<file path="src/logic/drum_pkg.sv">
// drum_pkg: grid size, 1.17 fixed-point constants, sweep state codes, fixed_mul
package drum_pkg;

    // ====================================================================
    // grid geometry
    // ====================================================================
    localparam int GRID_N     = 30;
    localparam int CENTER_IDX = 15;
    localparam int ADDR_W     = 5;

    // top row of a column, boundary side
    localparam logic [ADDR_W-1:0] LAST_ROW = ADDR_W'(GRID_N - 1);

    // ====================================================================
    // 1.17 fixed point
    // ====================================================================
    localparam int DATA_W = 18;
    localparam int FRAC_W = 17;

    // pyramid ring height, 2^-9
    localparam logic signed [DATA_W-1:0] INIT_STEP = DATA_W'(1 << (FRAC_W - 9));
    // base tension 0.25
    localparam logic signed [DATA_W-1:0] RHO_0 = DATA_W'(1 << (FRAC_W - 2));
    // ceiling 0.5 - 2^-7
    localparam logic signed [DATA_W-1:0] RHO_MAX =
        DATA_W'((1 << (FRAC_W - 1)) - (1 << (FRAC_W - 7)));

    localparam int TENSION_SHIFT = 4;
    localparam int DAMP_SHIFT    = 10;

    // ====================================================================
    // column sweep FSM
    // ====================================================================
    localparam int STATE_W = 3;
    localparam logic [STATE_W-1:0] ST_LOAD = STATE_W'(0);
    localparam logic [STATE_W-1:0] ST_READ = STATE_W'(1);
    localparam logic [STATE_W-1:0] ST_CALC = STATE_W'(2);
    localparam logic [STATE_W-1:0] ST_DONE = STATE_W'(3);
    localparam logic [STATE_W-1:0] ST_IDLE = STATE_W'(4);

    // 1.17 times 1.17, keep sign plus bits 33..17 of the 2.34 product
    function automatic logic signed [DATA_W-1:0] fixed_mul(
        input logic signed [DATA_W-1:0] a,
        input logic signed [DATA_W-1:0] b
    );
        logic signed [2*DATA_W-1:0] product;
        product = a * b;
        return {product[2*DATA_W-1], product[2*DATA_W-3:FRAC_W]};
    endfunction

endpackage

</file>
<file path="src/logic/tension_control.sv">
// tension_control: effective membrane tension from the centre displacement
`timescale 1ns/1ps

module tension_control (
    input  logic                               clk,
    input  logic                               reset,
    input  logic                               ready,
    input  logic signed [drum_pkg::DATA_W-1:0] center_sample,
    output logic        [drum_pkg::DATA_W-1:0] rho
);

    import drum_pkg::*;

    logic signed [DATA_W-1:0] center_scaled;
    logic signed [DATA_W-1:0] tension_gain;
    logic signed [DATA_W-1:0] rho_sum;
    logic        [DATA_W-1:0] rho_next;

    // pre-scale so the square stays small
    assign center_scaled = center_sample >>> TENSION_SHIFT;

    // square term, never negative
    assign tension_gain = fixed_mul(center_scaled, center_scaled);

    assign rho_sum = RHO_0 + tension_gain;

    // smaller of the two, stiffer drum up to the ceiling
    assign rho_next = (rho_sum < RHO_MAX) ? rho_sum : RHO_MAX;

    // follow the centre only between steps
    // whole sweep then sees one tension value
    always_ff @(posedge clk) begin
        if (reset) begin
            rho <= RHO_0;
        end else if (ready) begin
            rho <= rho_next;
        end
    end

endmodule

</file>
<file path="config.mk">
export PLATFORM = sky130hd
export DESIGN_NAME = tension_control
export DESIGN_NICKNAME = d
export VERILOG_FILES = /design/src/logic/drum_pkg.sv /design/src/logic/tension_control.sv
export SDC_FILE = /design/constraint.sdc
export NUM_CORES = 1
export LEC_CHECK = 0
export BUFFER_PORTS_ARGS = -buffer_cell sky130_fd_sc_hd__buf_2
export CAP_MARGIN = 20
export CORE_MARGIN = 2
export CORE_UTILIZATION = 39
export CTS_BUF_LIST = sky130_fd_sc_hd__clkbuf_2 sky130_fd_sc_hd__clkbuf_4 sky130_fd_sc_hd__clkbuf_8
export DETAILED_ROUTE_END_ITERATION = 7
export PLACE_DENSITY = 0.61
export SYNTH_ARGS = -nofsm -noshare
export SYNTH_HDL_FRONTEND = slang
export SYNTH_SLANG_ARGS = --single-unit
</file>
<file path="constraint.sdc">
create_clock -name clk -period 13.4 [get_ports clk]
set_input_delay 1.34 -clock clk [delete_from_list [all_inputs] [get_ports clk]]
set_output_delay 1.34 -clock clk [all_outputs]
set_load 0.02 [all_outputs]
</file>
* Word level (Yosys, flattened, before mapping)
Index checks and enable logic that the tools add are counted.
** Storage, ports and cells
- Logic and storage cells :: 5
- Flip-flop bits (word level) :: 18
** Operators by class
- $add $sub $neg :: 1
- Mux-type cells :: 1
- $lt $le $gt $ge :: 1
- Multiply operators :: 1
** Operators with widths (count)
- multiplier 14 x 14 -> 28 bit :: 1
- adder 17 x 11 -> 18 bit, first input constant :: 1
- less-than comparator 18 x 17 -> 1 bit, second input constant :: 1
- two-way mux 18 bit :: 1

* Depth between registers and ports, before layout
Gate-level depths: netlist of run 1.
- Depth in word-level cells :: 4
- Gate-level depth with buffers :: 23

* Worst setup path after synthesis of run 1
No wires, ideal clock.
- Kind :: in2reg
- Start point :: in center_sample[6] in the netlist's numbering
- End point :: reg rho[6] in the netlist's numbering
- Setup time :: 0.122 ns
- Arrival time :: 6.895 ns
- Stages on the path :: 21
- Setup slack :: 6.383 ns
- Cell sequence :: clkbuf_1 -> clkbuf_1 -> nand2_1 -> fa_1 -> inv_1 -> fa_1 -> fa_1 -> fa_1 -> fa_1 -> inv_1 -> fa_1 -> inv_1 -> ha_1 -> clkbuf_1 -> a21oi_1 -> o21bai_1 -> a21oi_1 -> o21ai_0 -> a21oi_4 -> and4_1 -> a311o_1
** Between the ends
- Longest elaborated chain between the ends :: 4
** Ends and longest elaborated chain
- start: declaration :: RTL line tension_control.sv:8 : input logic signed [drum_pkg::DATA_W-1:0] center_sample,
- multiplier 14 x 14 -> 28 bit * :: RTL line drum_pkg.sv:47 : product = a * b;
- adder 17 x 11 -> 18 bit * :: RTL line tension_control.sv:25 : assign rho_sum = RHO_0 + tension_gain;
- less-than comparator 18 x 17 -> 1 bit :: RTL line tension_control.sv:28 : assign rho_next = (rho_sum < RHO_MAX) ? rho_sum : RHO_MAX;
- two-way mux 18 bit * :: RTL line tension_control.sv:28
- end signal: assignment :: RTL line tension_control.sv:36 : rho <= rho_next;
- end: declaration :: RTL line tension_control.sv:9 : output logic [drum_pkg::DATA_W-1:0] rho
Every way passes the cells marked *; elsewhere a longest branch is shown, timed or not.
A chain may end at the register's enable or synchronous reset.

* Worst setup path after layout of run 1
- Start point :: in center_sample[17] in the netlist's numbering
- End point :: reg rho[6] in the netlist's numbering
Same word-level chain as after synthesis.

==> results of run 1 <==
logic make-up (layout without fill, tap and decap cells):
kind of cell / count (synthesis) / in the layout / synth area share, %
other: 1 / 2 / 0.05291
AO/OA/AOI/OAI: 72 / 72 / 7.873
flip-flops: 12 / 12 / 3.389
adder cells (fa/ha/maj): 239 / 239 / 60.62
multiplexers: 4 / 4 / 0.5825
buffers and inverters: 250 / 260 / 13.56
AND/OR/NAND/NOR: 157 / 157 / 10.96
XOR/XNOR: 24 / 24 / 2.966
area by class of cell:
type	count	area [sq um]
timing repair buffer	32	160.2
inverter	224	840.8
tap	229	286.5
sequential	12	240.2
clock buffer	4	55.05
fill	1820	10430
multi-input combinational	498	5891
worst paths after layout:
path,slack [ps],depth (start not counted),end
max,6340,21,rho[6]
min,450,2,rho[4]
max reg2reg,12480,2,rho[3]
min reg2reg,450,2,rho[4]
metrics by stage:
| step | util (%) | hold WS [ps] | cell area, sq um | setup slack (ps) | cells |
|---|---|---|---|---|---|
| floorplan | - | 535.0 | 7092 | 6383 | 760 |
| finish | 41.75 | 449.6 | 7473 | 6335 | 999 |
| global placement | 41.44 | 443.1 | 7418 | 6030 | 995 |
| global route | 41.75 | 505.7 | 7473 | 5882 | 999 |
| detailed placement | 41.44 | 442.2 | 7418 | 6016 | 995 |
| CTS | 41.75 | 454.5 | 7473 | 6269 | 999 |
cells in the final DEF (no fill, tap or decap), types with 5 or more instances in the layout:
cell	n
buf_2	32
a21o_1	9
inv_1	224
fa_1	174
and2_1	34
nand2_1	64
xnor2_1	18
dfxtp_1	12
nand2b_1	5
ha_1	65
a21oi_1	13
o21ai_0	8
nor2b_1	6
nor2_1	21
xor2_1	6
worst max-delay path, cell delays in order:
cell and delay (ps):
buf_2 390, nand2_1 230, fa_1 620, inv_1 60, fa_1 570, inv_1 200, fa_1 530, inv_1 50
fa_1 490, fa_1 490, inv_1 50, fa_1 520, inv_1 40, ha_1 380, inv_1 90, o21bai_1 160
a21oi_1 110, o21ai_0 300, a21oi_4 80, and4_1 210, a311o_1 260
metal layers:
metal  vias up  global-route usage (%)  wire [um]
li1       2265                       -          -
met1      2441                   20.63       5995
met2        39                   30.15       7500
met3         8                  0.9323        205
met4         0                   1.116         98
met5         -                       0          0
==> results.yml, run 1 <==
route:
  wl_per_cell_um: 13.81
  ant_nets: 0
  drt_iter0_markers: 88
  route.final.wire_length_um: 13800
  first_pass_iters: 4
  num_vias: 4753
  via_per_inst: 4.758
  drcViolationCount: 0
clock_tree:
  cts_setup_buffers: 0
  cts_buffers: 3
  ctsResizeCount: 0
  cts_sinks: 12
  clk_path_buf_depth: 2
  cts_max_level: 1
  clk_pin_slew_ps: 50
  clk_latency_ps: 240
  cts-hold-fix-buffers: 0
  clock-root-buffer: "clkbuf_8"
  cts_tree: "done"
critical_path:
  crit_fanout: 27
  required_ps: 13530
  crit_type: "input port to flop"
  arrival_ps: 7190
  cp-startpoint: "center_sample[17]"
  critPathLaunchType: "input port"
  setup.worst_path.end_class: "flop"
  r2r-start: "rho[3]"
placed_design:
  gp_congestion: 0.8127
  dp_hpwl_um: 11860
  port_buffers: 32
timing:
  fin_skew_ps: 0
  setup_viol: 0
  rsz0062_at_grt: "false"
  slew_viol_final: 0
  period_share_pct: 52.72
  finalCriticalPeriod_ps: 7065
  finalSetupTns_ps: 0
  hold_viol_final: 0
  fmaxAchievable_mhz: 141.5
min_path:
  worstHoldPathType: "flop to flop"
  min_from: "rho[4]"
final_layout:
  area_delta_synth_final_pct: 5.437
  layout.nets: 1031
  largest_register_ffs: 12
  diodes: 0
  drive_above_1_share_pct: 7.143
  largest_register: "rho"
  reg.largest.list: "rho x12"
logic_synthesis:
  ys_top_cells_by_area: "fa_1 49%, inv_1 12%, ha_1 11%, dfxtp_1 3.4%, nand2_1 3.4%"
  yosysTopAreaCell: "fa_1"
  synth_most_common_cell: "inv_1"
  synth_common_cells: "224 x inv_1, 174 x fa_1, 65 x ha_1"
  synthesis.area_sq_um: 7088
  synthFlopType: "dfxtp_1"
  synth-edff-count: 0
  synth.distinct_cells: 54
  syn_inst: 759
  synth_top_area_share_pct: 49.14
  ys_seq_area_share_pct: 3.389
  syn_area_per_cell_sq_um: 9.339
  synth-async-reset-ratio_pct: 0
  synth_seq_cells: 12
  yosysWarnings: 0
run_status:
  outcome: "finished, final reports clean"
job:
  max-cap-violations: 0
global_routing:
  grt_antenna_before_repair: 0
  grt-ovfl-total: 0
  grt_use_total_pct: 15.79
  grt_pass1_wl_um: 25210
  grt_max_degree: 28
  grt_pass1_vias: 5400
die:
  die-area_sq_um: 19270
  ios: 39
  start_util_pct: 39.59
  core_area_sq_um: 17900
  fp.dieH_um: 138.8
  row_count: 49
  die_x_um: 138.8
Power of run 1 is not shown: default switching activity piles up to over one toggle a cycle in this logic, so the estimate is an artifact.
==> run 2, diff against run 1 <==
- ABC_AREA: unset -> 1
- PLACE_DENSITY: 0.61 -> 0.63
- clock period: 13.4 -> 5.8 ns (I/O delays scaled with it)
==> results.yml, run 2 <==
route:
  drcViolationCount: 0
  via_per_inst: 4.568
  num_vias: 5856
  first_pass_iters: 4
  drt_iter0_markers: 185
  wl_per_cell_um: 12.67
  route.final.wire_length_um: 16240
  ant_nets: 0
critical_path:
  crit_type: "input port to flop"
  setup.worst_path.end_class: "flop"
  path_depth: 21
  arrival_ps: 5660
  crit_fanout: 5
  critical-path-top-delay-family: "adder cells"
  required_ps: 5940
  rr_worst_depth: 4
  crit_slowest_cell: "fa_2"
  critPathLaunchType: "input port"
  critPathMaxStageDelay_ps: 620
  crit_chain: "clkbuf_4 -> nand2_2 -> fa_1 -> inv_2 -> fa_2 -> inv_4 -> buf_4 -> fa_1 -> fa_1 -> fa_1 -> inv_1 -> fa_1 -> ha_4 -> buf_4 -> nand4_1 -> nor3_2 -> nand3_1 -> nand4_1 -> nand3_2 -> nand2_2 -> inv_1"
  path_buf_inv: 7
  crit_top_cell: "fa_1"
placed_design:
  port_buffers: 32
  dp_hpwl_um: 14650
  placed_area_sq_um: 8483
  pre_cts_ws_ps: -172.0
  dp.cells: 1276
  gp_congestion: 0.8647
run_status:
  outcome: "finished, final reports clean"
global_routing:
  grt_pass1_vias: 6575
  grt_antenna_before_repair: 0
  grt_use_total_pct: 17.81
  grt-ovfl-total: 0
  grt_pass1_wl_um: 29450
  grt_max_degree: 22
clock_tree:
  clk_path_buf_depth: 2
  cts_max_level: 1
  clk_latency_ps: 240
  cts_tree: "done"
  cts_sinks: 12
  clock-root-buffer: "clkbuf_8"
  clk_pin_slew_ps: 60
  cts_buffers: 3
logic_synthesis:
  synth_seq_cells: 12
  syn_inst: 956
  yosysWarnings: 0
  synth-async-reset-ratio_pct: 0
  synth_most_common_cell: "inv_1"
  synth_common_cells: "302 x inv_1, 197 x nand2_1, 174 x fa_1"
  synthFlopType: "dfxtp_1"
  ys_top_cells_by_area: "fa_1 46%, inv_1 15%, ha_1 11%, nand2_1 9.9%, dfxtp_1 3.2%"
  ys_seq_area_share_pct: 3.203
  synth-edff-count: 0
  yosysTopAreaCell: "fa_1"
  synth.distinct_cells: 32
  synth_top_area_share_pct: 46.45
  synthesis.area_sq_um: 7500
  syn_area_per_cell_sq_um: 7.845
timing:
  slew_viol_final: 0
  setup_viol: 0
  fin_ws_ps: 285.6
  timing.hold.ws_ps: 484.6
  hold_viol_final: 0
  fmaxAchievable_mhz: 181.3
  finalCriticalPeriod_ps: 5514
  period_share_pct: 95.08
  fin_skew_ps: 0
die:
  core_area_sq_um: 18770
  row_count: 50
  die-area_sq_um: 20350
  ios: 39
  die_x_um: 142.7
  fp.dieH_um: 142.7
  start_util_pct: 39.96
min_path:
  worstHoldPathType: "flop to flop"
  hold_depth: 2
final_layout:
  largest_register_ffs: 12
  layout.cells.non_filler: 1282
  n_fill_cell: 1872
  drive_above_1_share_pct: 15.36
  diodes: 0
  largest_register: "rho"
  final_common_cell: "inv_1"
  layout.nets: 1309
  reg.largest.list: "rho x12"
  postLayoutCellArea_sq_um: 8701
  area_delta_synth_final_pct: 16.02
  final_cell_mix: "299 x inv_1, 192 x nand2_1, 170 x fa_1"
job:
  max-cap-violations: 0
[run 2: changes by cell type after synthesis, moves of 7 or more]
cell	previous run	this run
a21oi_1	13	24
nor2_1	21	56
xnor2_1	18	4
and2_1	34	0
inv_1	224	302
nand2_1	64	197
nand3_1	4	32
o21ai_1	1	8
[run 2: cell families after synthesis]
family | after synthesis | synth area share (%)
AOI/OAI and AO/OA | 53 | 4.104
and+or+nand+nor | 312 | 17.27
buffers and inverters | 327 | 16.68
DFF | 12 | 3.203
xor gates and xnor gates | 12 | 1.401
adders and majority gates | 239 | 57.29
other | 1 | 0.05000
[run 2: area by class of cell]
cell class | instances | area [sq um] | area share [%]
clock buffers | 4 | 55.05 | 0.6327
inverters | 303 | 1140 | 13.10
multi-input cells | 618 | 6138 | 70.55
flip-flops and latches | 12 | 240.2 | 2.761
well taps | 234 | 292.8 | 3.365
repair buffers | 111 | 834.6 | 9.592
[run 2: metal layers]
metal,track usage (%),up-vias,part of all wire (%)
met5,0,-,0
met4,2.189,0,1.2
met3,1.040,18,2.2
li1,-,2911,-
met1,22.09,2867,42
met2,34.82,60,54
[run 2: timing repair]
action | 4_1_cts | 5_1_grt
gates resized for setup | 0 | 37
hold buffers | 0 | 0
buffers inserted | 0 | 2
setup endpoints to repair | 0 | 12
[run 2: metrics by stage]
stage / util, % / setup TNS [ps]
6_report: 46.36 / 0
5_1_grt: 46.36 / -8.155
4_1_cts: 45.49 / 0
3_5_place_dp: 45.20 / -1264
3_3_place_gp: 45.20 / -734.4
2_1_floorplan: - / 0
[run 2: worst paths after layout]
path               startpoint  endpoint  slack (ps)
min reg2reg           rho[15]   rho[15]         480
max reg2reg            rho[1]    rho[1]        5120
min                   rho[15]   rho[15]         480
max          center_sample[8]    rho[9]         290
[run 2: tightest hold or removal path: cells and delay by family (launching register included)]
kind / cells / cell delay (ps)
flip-flops: 1 / 330
AND/OR/NAND/NOR: 2 / 120
Power of run 2 is left out for the same reason.
==> run 3, diff against run 2 <==
- PLACE_DENSITY: 0.63 -> 0.61
- clock period: 5.8 -> 5.9 ns (I/O delays scaled with it)
==> results.yml, run 3 (synthesis results as in run 2) <==
timing:
  finalCriticalPeriod_ps: 5581
  slew_viol_final: 0
  fmaxAchievable_mhz: 179.2
  period_share_pct: 94.59
  setup_viol: 0
  hold_viol_final: 0
  fin_skew_ps: 0
  rsz0062_at_grt: "false"
clock_tree:
  clk_path_buf_depth: 2
  cts_sinks: 12
  clock-root-buffer: "clkbuf_8"
  clk_latency_ps: 240
  cts_max_level: 1
  cts_buffers: 3
  cts-hold-fix-buffers: 0
  clk_pin_slew_ps: 50
  cts_tree: "done"
critical_path:
  crit_fanout: 8
  required_ps: 6020
  rr_worst_depth: 4
  critPathLaunchType: "input port"
  crit_type: "input port to flop"
  arrival_ps: 5700
  setup.worst_path.end_class: "flop"
final_layout:
  diodes: 0
  post-route-util_pct: 45.45
  reg.largest.list: "rho x12"
  multi_input_area_sq_um: 6082
  final_cell_mix: "300 x inv_1, 196 x nand2_1, 173 x fa_1"
  final_common_cell: "inv_1"
  largest_register: "rho"
  ff_latch_area_sq_um: 240.2
  largest_register_ffs: 12
  area_delta_synth_final_pct: 13.75
  drive_above_1_share_pct: 12.58
  n_fill_cell: 1900
  layout.nets: 1295
global_routing:
  grt_pass1_wl_um: 28610
  grt-ovfl-total: 0
  grt_use_total_pct: 17.37
  grt_pass1_vias: 6327
  grt_antenna_before_repair: 0
  grt_max_degree: 22
placed_design:
  gp_congestion: 0.8119
  port_buffers: 32
  dp_hpwl_um: 14490
min_path:
  worstHoldPathType: "flop to flop"
  hold_depth: 2
die:
  ios: 39
  start_util_pct: 39.96
  fp.dieH_um: 142.7
  die_x_um: 142.7
  die-area_sq_um: 20350
  row_count: 50
  core_area_sq_um: 18770
route:
  drcViolationCount: 0
  via_per_inst: 4.589
  wl_per_cell_um: 12.60
  drt_iter0_markers: 213
  first_pass_iters: 5
  route.final.wire_length_um: 15960
  ant_nets: 0
  num_vias: 5814
job:
  max-cap-violations: 0
run_status:
  outcome: "finished, final reports clean"
[run 3: cell count changes in the layout (fill, tap and decap cells not counted), sizes merged]
cell      change
clkbuf        -3
inv           -1
buf          -12
clkinvlp      +1
[run 3: metrics by stage]
| step | std cells | worst slack, ps | hold WS (ps) | TNS, ps | area, sq um |
|---|---|---|---|---|---|
| after global routing | 1267 | 16.76 | 508.4 | 0 | 8531 |
| final | 1267 | 319.4 | 497.6 | 0 | 8531 |
| after detailed placement | 1263 | -88.83 | 475.2 | -304.0 | 8398 |
| after CTS | 1266 | 112.2 | 490.0 | 0 | 8439 |
| after floorplan | 957 | 69.00 | 558.7 | 0 | 7506 |
| after global placement | 1263 | -104.3 | 466.6 | -262.8 | 8398 |
[run 3: final cells by class]
type                       count  share of cell area [%]
tap                          234                   3.432
clock buffer                   3                  0.4840
multi-input combinational    618                   71.30
timing repair buffer          97                   8.595
inverter                     303                   13.38
sequential                    12                   2.816
[run 3: final timing paths]
path / startpoint / endpoint / slack, ps
setup / recovery: center_sample[17] / rho[15] / 320
hold / removal: rho[15] / rho[15] / 500
setup reg to reg: rho[8] / rho[8] / 5230
hold reg to reg: rho[15] / rho[15] / 500
[run 3: routing by layer]
| metal | wire length (um) | track usage (%) | up-vias |
|---|---|---|---|
| met4 | 98 | 1.407 | 0 |
| met3 | 329 | 0.9390 | 14 |
| li1 | - | - | 2882 |
| met1 | 7021 | 22.20 | 2848 |
| met5 | 0 | 0 | - |
| met2 | 8510 | 33.60 | 70 |
[run 3: timing repair]
action | in CTS | in global routing
buffers inserted | 0 | 1
endpoints found under the setup margin | 0 | 10
resized for setup | 0 | 20
[run 3: critical path: stages]
cell	delay [ps]
buf_6	130
nand2_1	110
fa_1	580
inv_1	60
fa_1	540
inv_2	100
fa_1	560
inv_1	80
fa_1	540
inv_1	60
fa_1	510
fa_1	560
inv_1	40
ha_1	320
nand2_1	80
nor2_2	140
nand2_1	80
nor4_1	190
nand2_1	120
nand3_1	110
nand2_1	60
nand2_1	50
nand3b_1	70
Power of run 3 is left out for the same reason.
