`config.mk`:
```
export PLATFORM = sky130hd
export DESIGN_NAME = column_solver
export DESIGN_NICKNAME = d
export VERILOG_FILES = /design/src/logic/drum_pkg.sv /design/src/logic/column_ram.sv /design/src/logic/column_solver.sv /design/src/logic/node_update.sv
export SDC_FILE = /design/constraint.sdc
export NUM_CORES = 2
export LEC_CHECK = 0
export BUFFER_PORTS_ARGS = -buffer_cell sky130_fd_sc_hd__buf_2
export CAP_MARGIN = 20
export CORE_MARGIN = 5
export CORE_UTILIZATION = 55
export CTS_BUF_LIST = sky130_fd_sc_hd__clkbuf_4
export DETAILED_ROUTE_END_ITERATION = 16
export GPL_TIMING_DRIVEN = 0
export PLACE_DENSITY_LB_ADDON = 0.3
export SLEW_MARGIN = 15
export SYNTH_ARGS = -nofsm -noshare
export SYNTH_HDL_FRONTEND = slang
export SYNTH_SLANG_ARGS = --single-unit
```
`constraint.sdc`:
```
create_clock -name clk -period 14.87 [get_ports clk]
set_input_delay 0.7435 -clock clk [delete_from_list [all_inputs] [get_ports clk]]
set_output_delay 0.7435 -clock clk [all_outputs]
set_load 0.005 [all_outputs]
```
`src/logic/drum_pkg.sv`:
```
// drum_pkg: grid size, 1.17 fixed-point constants, sweep state codes, fixed_mul
package drum_pkg;

    // ====================================================================
    // grid geometry
    // ====================================================================
    localparam int GRID_N     = 30;
    localparam int CENTER_IDX = 15;
    localparam int ADDR_W     = 5;

    // top row of a column, boundary side
    localparam logic [ADDR_W-1:0] LAST_ROW = ADDR_W'(GRID_N - 1);

    // ====================================================================
    // 1.17 fixed point
    // ====================================================================
    localparam int DATA_W = 18;
    localparam int FRAC_W = 17;

    // pyramid ring height, 2^-9
    localparam logic signed [DATA_W-1:0] INIT_STEP = DATA_W'(1 << (FRAC_W - 9));
    // base tension 0.25
    localparam logic signed [DATA_W-1:0] RHO_0 = DATA_W'(1 << (FRAC_W - 2));
    // ceiling 0.5 - 2^-7
    localparam logic signed [DATA_W-1:0] RHO_MAX =
        DATA_W'((1 << (FRAC_W - 1)) - (1 << (FRAC_W - 7)));

    localparam int TENSION_SHIFT = 4;
    localparam int DAMP_SHIFT    = 10;

    // ====================================================================
    // column sweep FSM
    // ====================================================================
    localparam int STATE_W = 3;
    localparam logic [STATE_W-1:0] ST_LOAD = STATE_W'(0);
    localparam logic [STATE_W-1:0] ST_READ = STATE_W'(1);
    localparam logic [STATE_W-1:0] ST_CALC = STATE_W'(2);
    localparam logic [STATE_W-1:0] ST_DONE = STATE_W'(3);
    localparam logic [STATE_W-1:0] ST_IDLE = STATE_W'(4);

    // 1.17 times 1.17, keep sign plus bits 33..17 of the 2.34 product
    function automatic logic signed [DATA_W-1:0] fixed_mul(
        input logic signed [DATA_W-1:0] a,
        input logic signed [DATA_W-1:0] b
    );
        logic signed [2*DATA_W-1:0] product;
        product = a * b;
        return {product[2*DATA_W-1], product[2*DATA_W-3:FRAC_W]};
    endfunction

endpackage

```
`src/logic/column_ram.sv`:
```
// column_ram: one column of node values, synchronous write, registered read
`timescale 1ns/1ps

module column_ram (
    input  logic                        clk,
    input  logic                        write_en,
    input  logic [drum_pkg::ADDR_W-1:0] write_addr,
    input  logic [drum_pkg::ADDR_W-1:0] read_addr,
    input  logic [drum_pkg::DATA_W-1:0] write_data,
    output logic [drum_pkg::DATA_W-1:0] read_data
);

    import drum_pkg::*;

    // one word per grid row
    logic [DATA_W-1:0] mem [GRID_N];

    always_ff @(posedge clk) begin
        if (write_en) begin
            mem[write_addr] <= write_data;
        end
        // same-address write is seen one cycle later
        read_data <= mem[read_addr];
    end

endmodule

```
`src/logic/column_solver.sv`:
```
// column_solver: pyramid load, row sweep FSM, current and previous row memories
`timescale 1ns/1ps

module column_solver #(
    parameter int col_index = 0
) (
    input  logic                               clk,
    input  logic                               reset,
    input  logic                               audio_request,
    input  logic        [drum_pkg::DATA_W-1:0] rho,
    input  logic signed [drum_pkg::DATA_W-1:0] u_left,
    input  logic signed [drum_pkg::DATA_W-1:0] u_right,
    output logic signed [drum_pkg::DATA_W-1:0] row_value,
    output logic signed [drum_pkg::DATA_W-1:0] center_value,
    output logic                               ready
);

    import drum_pkg::*;

    // ====================================================================
    // declarations
    // ====================================================================
    logic [STATE_W-1:0] state;
    logic [ADDR_W-1:0]  row;
    logic               last_row;

    // node at the sweep row and the one below, both at step n
    logic signed [DATA_W-1:0] u_curr;
    logic signed [DATA_W-1:0] u_bottom;
    logic signed [DATA_W-1:0] center_hold;

    // memory read side
    logic [ADDR_W-1:0]        curr_rd_addr;
    logic signed [DATA_W-1:0] curr_rd;
    logic signed [DATA_W-1:0] prev_rd;

    // memory write side, both memories share address and enable
    logic                     ram_we;
    logic signed [DATA_W-1:0] curr_wr_data;
    logic signed [DATA_W-1:0] prev_wr_data;

    // node arithmetic inputs after boundary masking
    logic signed [DATA_W-1:0] u_top;
    logic signed [DATA_W-1:0] u_left_eff;
    logic signed [DATA_W-1:0] u_right_eff;
    logic signed [DATA_W-1:0] u_next;

    // pyramid generator
    logic [ADDR_W-1:0]        row_ring;
    logic [ADDR_W-1:0]        col_ring;
    logic [ADDR_W-1:0]        ring;
    logic signed [DATA_W-1:0] init_value;

    // ====================================================================
    // initial shape
    // ====================================================================
    // height = INIT_STEP * distance to the nearest edge
    assign row_ring = (row < LAST_ROW - row) ? row : LAST_ROW - row;
    assign col_ring = (col_index < GRID_N - 1 - col_index) ?
                      ADDR_W'(col_index) : ADDR_W'(GRID_N - 1 - col_index);
    assign ring = (row_ring < col_ring) ? row_ring : col_ring;
    assign init_value = $signed(DATA_W'(ring)) * INIT_STEP;

    // ====================================================================
    // row memories
    // ====================================================================
    assign last_row = (row == LAST_ROW);
    assign ram_we = (state == ST_LOAD) || (state == ST_CALC);

    // load writes the same shape to both, so the drum starts at rest
    assign curr_wr_data = (state == ST_LOAD) ? init_value : u_next;
    assign prev_wr_data = (state == ST_LOAD) ? init_value : u_curr;

    // fetch the row above
    // otherwise park on row 0, ready for the next sweep
    assign curr_rd_addr = (state == ST_READ && !last_row) ? row + 1'b1 : '0;

    // step n, new values overwrite rows already passed
    column_ram curr_ram (
        .clk        (clk),
        .write_en   (ram_we),
        .write_addr (row),
        .read_addr  (curr_rd_addr),
        .write_data (curr_wr_data),
        .read_data  (curr_rd)
    );

    // step n-1
    column_ram prev_ram (
        .clk        (clk),
        .write_en   (ram_we),
        .write_addr (row),
        .read_addr  (row),
        .write_data (prev_wr_data),
        .read_data  (prev_rd)
    );

    // ====================================================================
    // node arithmetic
    // ====================================================================
    // clamped edges of the membrane
    assign u_top       = last_row ? '0 : curr_rd;
    assign u_left_eff  = (col_index == 0) ? '0 : u_left;
    assign u_right_eff = (col_index == GRID_N - 1) ? '0 : u_right;

    node_update node (
        .rho      (rho),
        .u_top    (u_top),
        .u_bottom (u_bottom),
        .u_left   (u_left_eff),
        .u_right  (u_right_eff),
        .u_prev   (prev_rd),
        .u_curr   (u_curr),
        .u_next   (u_next)
    );

    // ====================================================================
    // sweep FSM
    // ====================================================================
    // every column runs the same sequence, so all stay on one row
    always_ff @(posedge clk) begin
        if (reset) begin
            state <= ST_LOAD;
            row   <= '0;
        end else begin
            // one row per write, wrap after the top
            if (ram_we) begin
                row <= last_row ? '0 : row + 1'b1;
            end

            case (state)
                ST_LOAD: begin
                    if (last_row) begin
                        state <= ST_DONE;
                    end
                end
                ST_READ: begin
                    state <= ST_CALC;
                end
                ST_CALC: begin
                    state <= last_row ? ST_DONE : ST_READ;
                end
                ST_DONE: begin
                    state <= ST_IDLE;
                end
                ST_IDLE: begin
                    // requests outside idle are simply lost
                    if (audio_request) begin
                        state <= ST_READ;
                    end
                end
                default: begin
                    state <= ST_LOAD;
                end
            endcase
        end
    end

    // ====================================================================
    // row registers and centre output
    // ====================================================================
    always_ff @(posedge clk) begin
        // shift up one row, the read port has the row above
        if (state == ST_CALC) begin
            u_bottom <= u_curr;
            u_curr   <= curr_rd;
        end
        // prime with row 0 and a zero bottom for the next sweep
        if (state == ST_DONE) begin
            u_bottom <= '0;
            u_curr   <= curr_rd;
        end
        if (ram_we && row == CENTER_IDX) begin
            center_hold <= curr_wr_data;
        end
        // publish when the top row is written
        if (ram_we && last_row) begin
            center_value <= center_hold;
        end
    end

    assign row_value = u_curr;
    assign ready     = (state == ST_IDLE);

endmodule

```
`src/logic/node_update.sv`:
```
// node_update: damped finite-difference step of one membrane node
`timescale 1ns/1ps

module node_update (
    input  logic signed [drum_pkg::DATA_W-1:0] rho,
    input  logic signed [drum_pkg::DATA_W-1:0] u_top,
    input  logic signed [drum_pkg::DATA_W-1:0] u_bottom,
    input  logic signed [drum_pkg::DATA_W-1:0] u_left,
    input  logic signed [drum_pkg::DATA_W-1:0] u_right,
    input  logic signed [drum_pkg::DATA_W-1:0] u_prev,
    input  logic signed [drum_pkg::DATA_W-1:0] u_curr,
    output logic signed [drum_pkg::DATA_W-1:0] u_next
);

    import drum_pkg::*;

    // discrete laplacian, wraps at 18 bits
    logic signed [DATA_W-1:0] diff_sum;
    // rho times laplacian
    logic signed [DATA_W-1:0] coupling;
    // leapfrog result before the output damping
    logic signed [DATA_W-1:0] mid_term;

    assign diff_sum = (u_left - u_curr) + (u_right - u_curr)
                    + (u_bottom - u_curr) + (u_top - u_curr);

    assign coupling = fixed_mul(rho, diff_sum);

    // 2*u(n) - u(n-1), with a little of u(n-1) handed back
    assign mid_term = coupling + (u_curr <<< 1) - u_prev + (u_prev >>> DAMP_SHIFT);

    // bleed off 2^-10 of the new height
    assign u_next = mid_term - (mid_term >>> DAMP_SHIFT);

endmodule

```
# [Word-level counts from Yosys, hierarchy flattened]
# Memories as Yosys holds them, arrays and structs flattened. A register that Yosys moved wholly into a read port is not among the register bits.
# Cells that the tools add are included.
[op_classes] add_sub_neg=13 mul=1 div_mod_pow=0 n_lt_le_gt_ge=2 eq_ne=8 shifts=0 n_mux=15 bitwise=0 reduce_logical=8
[ops] op="$mux W18" n=5
[ops] op="$add A18 B18 Y18" n=4
[ops] op="$sub A18 B18 Y18" n=4
[ops] op="$mul A18 B18 Y36" n=1
[ops] op="$mux W5" n=4
[ops] op="$add A18 B8 Y18" n=1
[ops] op="$sub A1 B18 Y18 const A" n=1
[ops] op="$sub A18 B8 Y18" n=1
[ops] op="$pmux W3 S5" n=1
[ops] op="$eq A3 B2 Y1 const B" n=2
[ops] op="$mux W3" n=2
[ops] op="$add A5 B1 Y5 const B" n=1
[ops] op="$eq A5 B4 Y1 const B" n=1
[ops] op="$eq A5 B5 Y1 const B" n=1
[ops] op="$lt A5 B1 Y1 const B" n=1
[ops] op="$lt A5 B5 Y1" n=1
[ops] op="$sub A5 B5 Y5 const A" n=1
[ops] op="$ne A2 B2 Y1 const B" n=2
[ops] op="$eq A3 B1 Y1 const B" n=1
[ops] op="$eq A3 B3 Y1 const B" n=1
[ops] op="$logic_and A1 B1 Y1" n=3
[ops] op="$logic_not A3 Y1" n=1
[ops] op="$mux W1" n=2
[ops] op="$mux W2" n=1
[ops] op="4 further kinds" n=4
[totals] register_bits=80 latch_bits=0 mem_bits_rw=1080 rom_bits=0 inputBits=57 output_inout_bits=37 wordCells=55 mem_count=2
[mem_list] name="curr_ram.mem" words=30 width=18 read_ports=1 rd_ports_with_merged_regs=1 wr=1 line_no="column_ram.sv:16" text="logic [DATA_W-1:0] mem [GRID_N];"
[mem_list] name="prev_ram.mem" words=30 width=18 read_ports=1 rd_ports_with_merged_regs=1 wr=1 line_no="column_ram.sv:16"

# [Logic depth before layout (Yosys ltp)]
[depth] word_depth=10 ltp_mapped=70 ltp_nobuf=68

# [Modules after synthesis]
# Synthesis repeated with hierarchy kept, for this count alone.
[hier_totals] cells_unflattened=4338 hier_area_um2=63388.3
[by_module_without_submodules] mod="column_ram" instances=2 cells_each=1064 area_per_inst_um2=21538.2 seq_area_each_um2=16575.9
[by_module_without_submodules] mod="node_update" instances=1 cells_each=1956 area_per_inst_um2=17202.7 seq_area_each_um2=0.0
[by_module_without_submodules] mod="column_solver" instances=1 cells_each=254 area_per_inst_um2=3109.2 seq_area_each_um2=2142.1

# [Worst setup path before layout]
# OpenSTA, ideal clock, no wires.
[synth_path] path_kind="in2reg" start="in u_right[1] in the netlist's numbering" end="reg center_hold[16], data pin" setup_time_ps=372 arrival_ps=15474 t_required_ps=14498 slack_ps=-976 path_stages=65 cell_sequence="inv_1 -> fa_1 -> fa_1 -> fa_1 -> inv_1 -> fa_1 -> ha_1 -> inv_1 -> fa_1 -> nor2b_1 -> o21ai_1 -> a21boi_0 -> o21ai_1 -> a21boi_1 -> o21ai_1 -> a21oi_1 -> o21a_1 -> o21a_1 -> [29 not listed] -> fa_1 -> inv_1 -> ha_1 -> nand2_1 -> o311a_2 -> xnor2_1 -> a211o_1 -> nand2_2 -> ha_1 -> a21oi_1 -> o21ai_1 -> a41o_1 -> mux2_2 -> o21ai_1 -> nand2b_1 -> nor4_1 -> o21ai_1 -> a21oi_1"
[synth_via] elab_chain_cells=10
[synth_lines] element="start, declared" line_no="column_solver.sv:12" text="input logic signed [drum_pkg::DATA_W-1:0] u_right,"
[synth_lines] element="$sub A18 B18 Y18" line_no="node_update.sv:24" text="assign diff_sum = (u_left - u_curr) + (u_right - u_curr)"
[synth_lines] element="$add A18 B18 Y18" line_no="node_update.sv:24"
[synth_lines] element="$add A18 B18 Y18 (2 in a row)" line_no="node_update.sv:25" text="+ (u_bottom - u_curr) + (u_top - u_curr);"
[synth_lines] element="$mul A18 B18 Y36" line_no="drum_pkg.sv:47" text="product = a * b;"
[synth_lines] element="$add A18 B18 Y18" line_no="node_update.sv:30" text="assign mid_term = coupling + (u_curr <<< 1) - u_prev + (u_prev >>> DAMP_SHIFT);"
[synth_lines] element="$sub A18 B18 Y18" line_no="node_update.sv:30"
[synth_lines] element="$add A18 B8 Y18" line_no="node_update.sv:30"
[synth_lines] element="$sub A18 B8 Y18" line_no="node_update.sv:33" text="assign u_next = mid_term - (mid_term >>> DAMP_SHIFT);"
[synth_lines] element="$mux W18" line_no="column_solver.sv:71" text="assign curr_wr_data = (state == ST_LOAD) ? init_value : u_next;"
[synth_lines] element="named net curr_ram.write_data (one bit)" line_no="column_ram.sv:9" text="input logic [drum_pkg::DATA_W-1:0] write_data,"
[synth_lines] element="end signal, assigned" line_no="column_solver.sv:174" text="center_hold <= curr_wr_data;"
[synth_lines] element="end, declared" line_no="column_solver.sv:30" text="logic signed [DATA_W-1:0] center_hold;"
# The timed path passes the listed nets, and every way through them passes these cells.
# A chain may end at the register's enable or synchronous reset.

# [Worst setup path in the final report]
[layout_path] start="reg row[0]" end="mem curr_ram.mem[1][14], data pin"
[layout_via] elab_chain_cells=10
[layout_lines] element="start, declared" line_no="column_solver.sv:24" text="logic [ADDR_W-1:0] row;"
[layout_lines] element="start signal, assigned" line_no="column_solver.sv:128" text="row <= last_row ? '0 : row + 1'b1;"
[layout_lines] element="$eq A5 B5 Y1" line_no="column_solver.sv:67" text="assign last_row = (row == LAST_ROW);"
[layout_lines] element="$mux W18" line_no="column_solver.sv:102" text="assign u_top = last_row ? '0 : curr_rd;"
[layout_lines] element="$sub A18 B18 Y18" line_no="node_update.sv:25"
[layout_lines] element="$add A18 B18 Y18" line_no="node_update.sv:25"
[layout_lines] element="$mul A18 B18 Y36" line_no="drum_pkg.sv:47"
[layout_lines] element="$add A18 B18 Y18" line_no="node_update.sv:30"
[layout_lines] element="$sub A18 B18 Y18" line_no="node_update.sv:30"
[layout_lines] element="$add A18 B8 Y18" line_no="node_update.sv:30"
[layout_lines] element="$sub A18 B8 Y18" line_no="node_update.sv:33"
[layout_lines] element="$mux W18" line_no="column_solver.sv:71"
[layout_lines] element="named net curr_ram.write_data (one bit)" line_no="column_ram.sv:9"
[layout_lines] element="end, declared" line_no="column_ram.sv:16"
# The timed path passes the listed nets, and every way through them passes these cells.

==> results.sh <==
export IMPL_status="finished, violations left"
export IMPL_violations="negative setup slack"
export IMPL_worst_pin_slew_ns=1.20
export IMPL_cts_num_sinks=1196
export IMPL_cts_htree_levels=5
export IMPL_multi_input_area_um2=24200
export IMPL_finalCritPeriodShare_pct=106
export IMPL_die_h_um=344
export IMPL_r2r_end="curr_ram.mem[1][14]"
export IMPL_start_util_pct=55.4
export IMPL_dp_slack_ns=-2.76
export IMPL_cp_top_family="adder cells"
export IMPL_drv_slew=0
export IMPL_period_minus_slack_ns=15.71
export IMPL_fmax_mhz=63.7
export IMPL_hold_violations=0
export IMPL_cp_slowest_stage_delay_ns=0.56
export IMPL_hp_class="flip-flop to flip-flop"
export IMPL_synth_top_cell_area_share_pct=55.5
export IMPL_wl_per_cell_um=26.4
export IMPL_cts_tree="done"
export IMPL_finish_utilization_pct=64.5
export IMPL_yosys_register_bits=1196
export IMPL_nets=5625
export IMPL_root_buffer="clkbuf_4"
export IMPL_synth_edff_count=1134
export IMPL_drtIter0Drc=5282
export IMPL_syn_area_um2=61300
export IMPL_syn_inst=4433
export IMPL_grt_pass1_wl_mm=261
export IMPL_ff2ff_setup_slack_ns=-0.84
export IMPL_yosys_top_cells_area="edfxtp_1 56%, fa_1 14%, mux4_2 4.6%, inv_1 3.7%, nand2_1 3.4%"
export IMPL_synth_avg_cell_area_um2=13.8
export IMPL_ys_seq_area_share_pct=57.6
export IMPL_mostFrequentLayoutCells="1,134 x edfxtp_1, 602 x inv_1, 546 x nand2_1"
export IMPL_fin_ws_ns=-0.839
export IMPL_clkLatencyLatePin_ns=1.19
export IMPL_synth_fp_nets=5061
export IMPL_crit_start="row[0]"
export IMPL_dpl_hpwl_mm=121
export IMPL_layout_commonest_cell="edfxtp_1"
export IMPL_clockBufferDepth=4
export IMPL_cp_required_ns=15.73
export IMPL_crit_path_end="curr_ram.mem[1][14]"
export IMPL_antenna_found_initial=9
export IMPL_globalRouteTotalUtil_pct=30.1
export IMPL_crit_path_start_kind="flip-flop"
export IMPL_crit_buf_inv=16
export IMPL_dr_pass1_iters=8
export IMPL_avgViaCountPerCell=6.05
export IMPL_crit_path_max_fanout=10
export IMPL_seqCellArea_um2=35300
export IMPL_dieArea_um2=118000
export IMPL_hold_ws_ns=0.417
export IMPL_area_growth_pct=16.3
export IMPL_relSlewSlack_pct=19.3
export IMPL_gp_congestion=0.931
export IMPL_yosysWarnings=0
export IMPL_rsz0062_at_grt="true"
export IMPL_dr_total_vias=40415
export IMPL_synth_async_reset_ratio_pct=0
export IMPL_io_buffers=61
export IMPL_synth_largest_area_cell="edfxtp_1"
export IMPL_cp_end_kind="flip-flop"
export IMPL_worstPathArrival_ns=16.57
export IMPL_fin_skew_ns=0.0673
export IMPL_rows=122
export IMPL_worst_path_max_delay_cell="fa_2"
export IMPL_drv_cap=0
export IMPL_core_area_um2=111000
export IMPL_grt_pass1_vias=41514
export IMPL_synth_distinct_cells=73
export IMPL_clk_pin_slew_ns=0.06
export IMPL_fill_cells=7856
export IMPL_setup_viol_count_final=308
export IMPL_wl_mm=176
export IMPL_worstReg2RegStart="row[0]"
export IMPL_pin_count=94
export IMPL_fin_tns_setup_ns=-115.43
export IMPL_drive_above_1_share_pct=20.4
export IMPL_grt_max_degree=32
export IMPL_ant_nets=0
export IMPL_cp_depth=71
export IMPL_cts_made_buffers=293
export IMPL_drcViolationCount=0
export IMPL_worst_setup_path_type="flip-flop to flip-flop"
export IMPL_r2r_cells=71
export IMPL_globalRouteOverflowTotal=0
export IMPL_crit_top_cell="fa_1"
export IMPL_synth_flop_cell="edfxtp_1"
export IMPL_die_w_um=344
cells by family after synthesis:
logic type	after synthesis	share of synthesized area [%]
flops	1196	57.6
fa+ha+maj	571	16.9
buf+inv	822	5.03
simple gates	1018	7.39
xor+xnor	77	1.12
mux	202	5.89
compound gates	547	6.12
worst reg2reg max path, delay by kind of cell, from the launching register on:
family / cells / cell delay (ns)
DFF: 1 / 0.38
muxes: 1 / 0.28
xor gates and xnor gates: 2 / 0.46
adders and majority gates: 13 / 5.38
buffers and inverters: 16 / 2.25
AOI/OAI and AO/OA: 26 / 4.51
and+or+nand+nor: 13 / 2.13
stage by stage:
stage / cell area [um^2] / std cells
3_5_place_dp: 65700 / 6077
2_1_floorplan: 61400 / 4433
3_3_place_gp: 63600 / 5982
6_report: 71300 / 6683
4_1_cts: 70800 / 6643
5_1_grt: 71300 / 6672
layout make-up:
cell class,count,share of cell area (%)
inverter,611,3.22
clock buffer,417,4.39
antenna,14,0.0491
timing repair buffer,268,4.60
clock inverter,62,0.560
multi-input combinational,2418,33.9
tap,1488,2.61
buffer,209,1.18
sequential,1196,49.5
sequential cells by signal, indices dropped and copies added, names as in the netlist:
name / cells
center_value: 18
curr_ram.read_data: 18
row_value: 18
u_bottom: 18
center_hold: 18
state: 3
prev_ram.read_data: 18
row: 5
curr_ram.mem: 540
prev_ram.mem: 540
layer usage:
layer / routed length (um) / vias to the layer above / global-route usage (%)
li1: - / 16927 / -
met1: 62300 / 20222 / 38.5
met2: 84000 / 2713 / 48.9
met3: 21600 / 547 / 8.53
met4: 8500 / 6 / 13.1
met5: 41 / - / 0
worst min path at each step:
| stage | start | depth (start not counted) | endpoint |
|---|---|---|---|
| 6_report | center_hold[9] | 0 | center_value[9] |
| 5_1_grt | center_hold[2] | 0 | center_value[2] |
| 4_1_cts | center_hold[0] | 0 | center_value[0] |
| 3_5_place_dp | center_hold[0] | 0 | center_value[0] |
| 3_3_place_gp | center_hold[14] | 0 | center_value[14] |
| 2_1_floorplan | curr_ram.read_data[1] | 0 | row_value[1] |
synth_stat cells (all sizes together) (31+ instances only):
cell type  instances
dfxtp             62
nand2            549
edfxtp          1134
ha               144
fa               427
mux2i             66
buf               37
o211ai            37
nor2             132
a31oi             57
clkbuf           174
a211oi            31
and2              91
mux4             126
a21oi            105
and3              36
o21ai             88
a22oi             52
nand3             98
xnor2             59
o221ai            90
inv              610
repair_timing:
item / CTS / global route
pin swaps: 68 / 47
hold buffers: 3 / 0
gates cloned: 11 / 2
resized for setup: 120 / 82
buffers inserted: 75 / 28
endpoints found under the setup margin: 511 / 468
hold endpoints to repair: 7 / 0
Power is left out: the tool's default activity adds up to more than one toggle a clock period on the data nets, which glitch-free logic cannot reach.
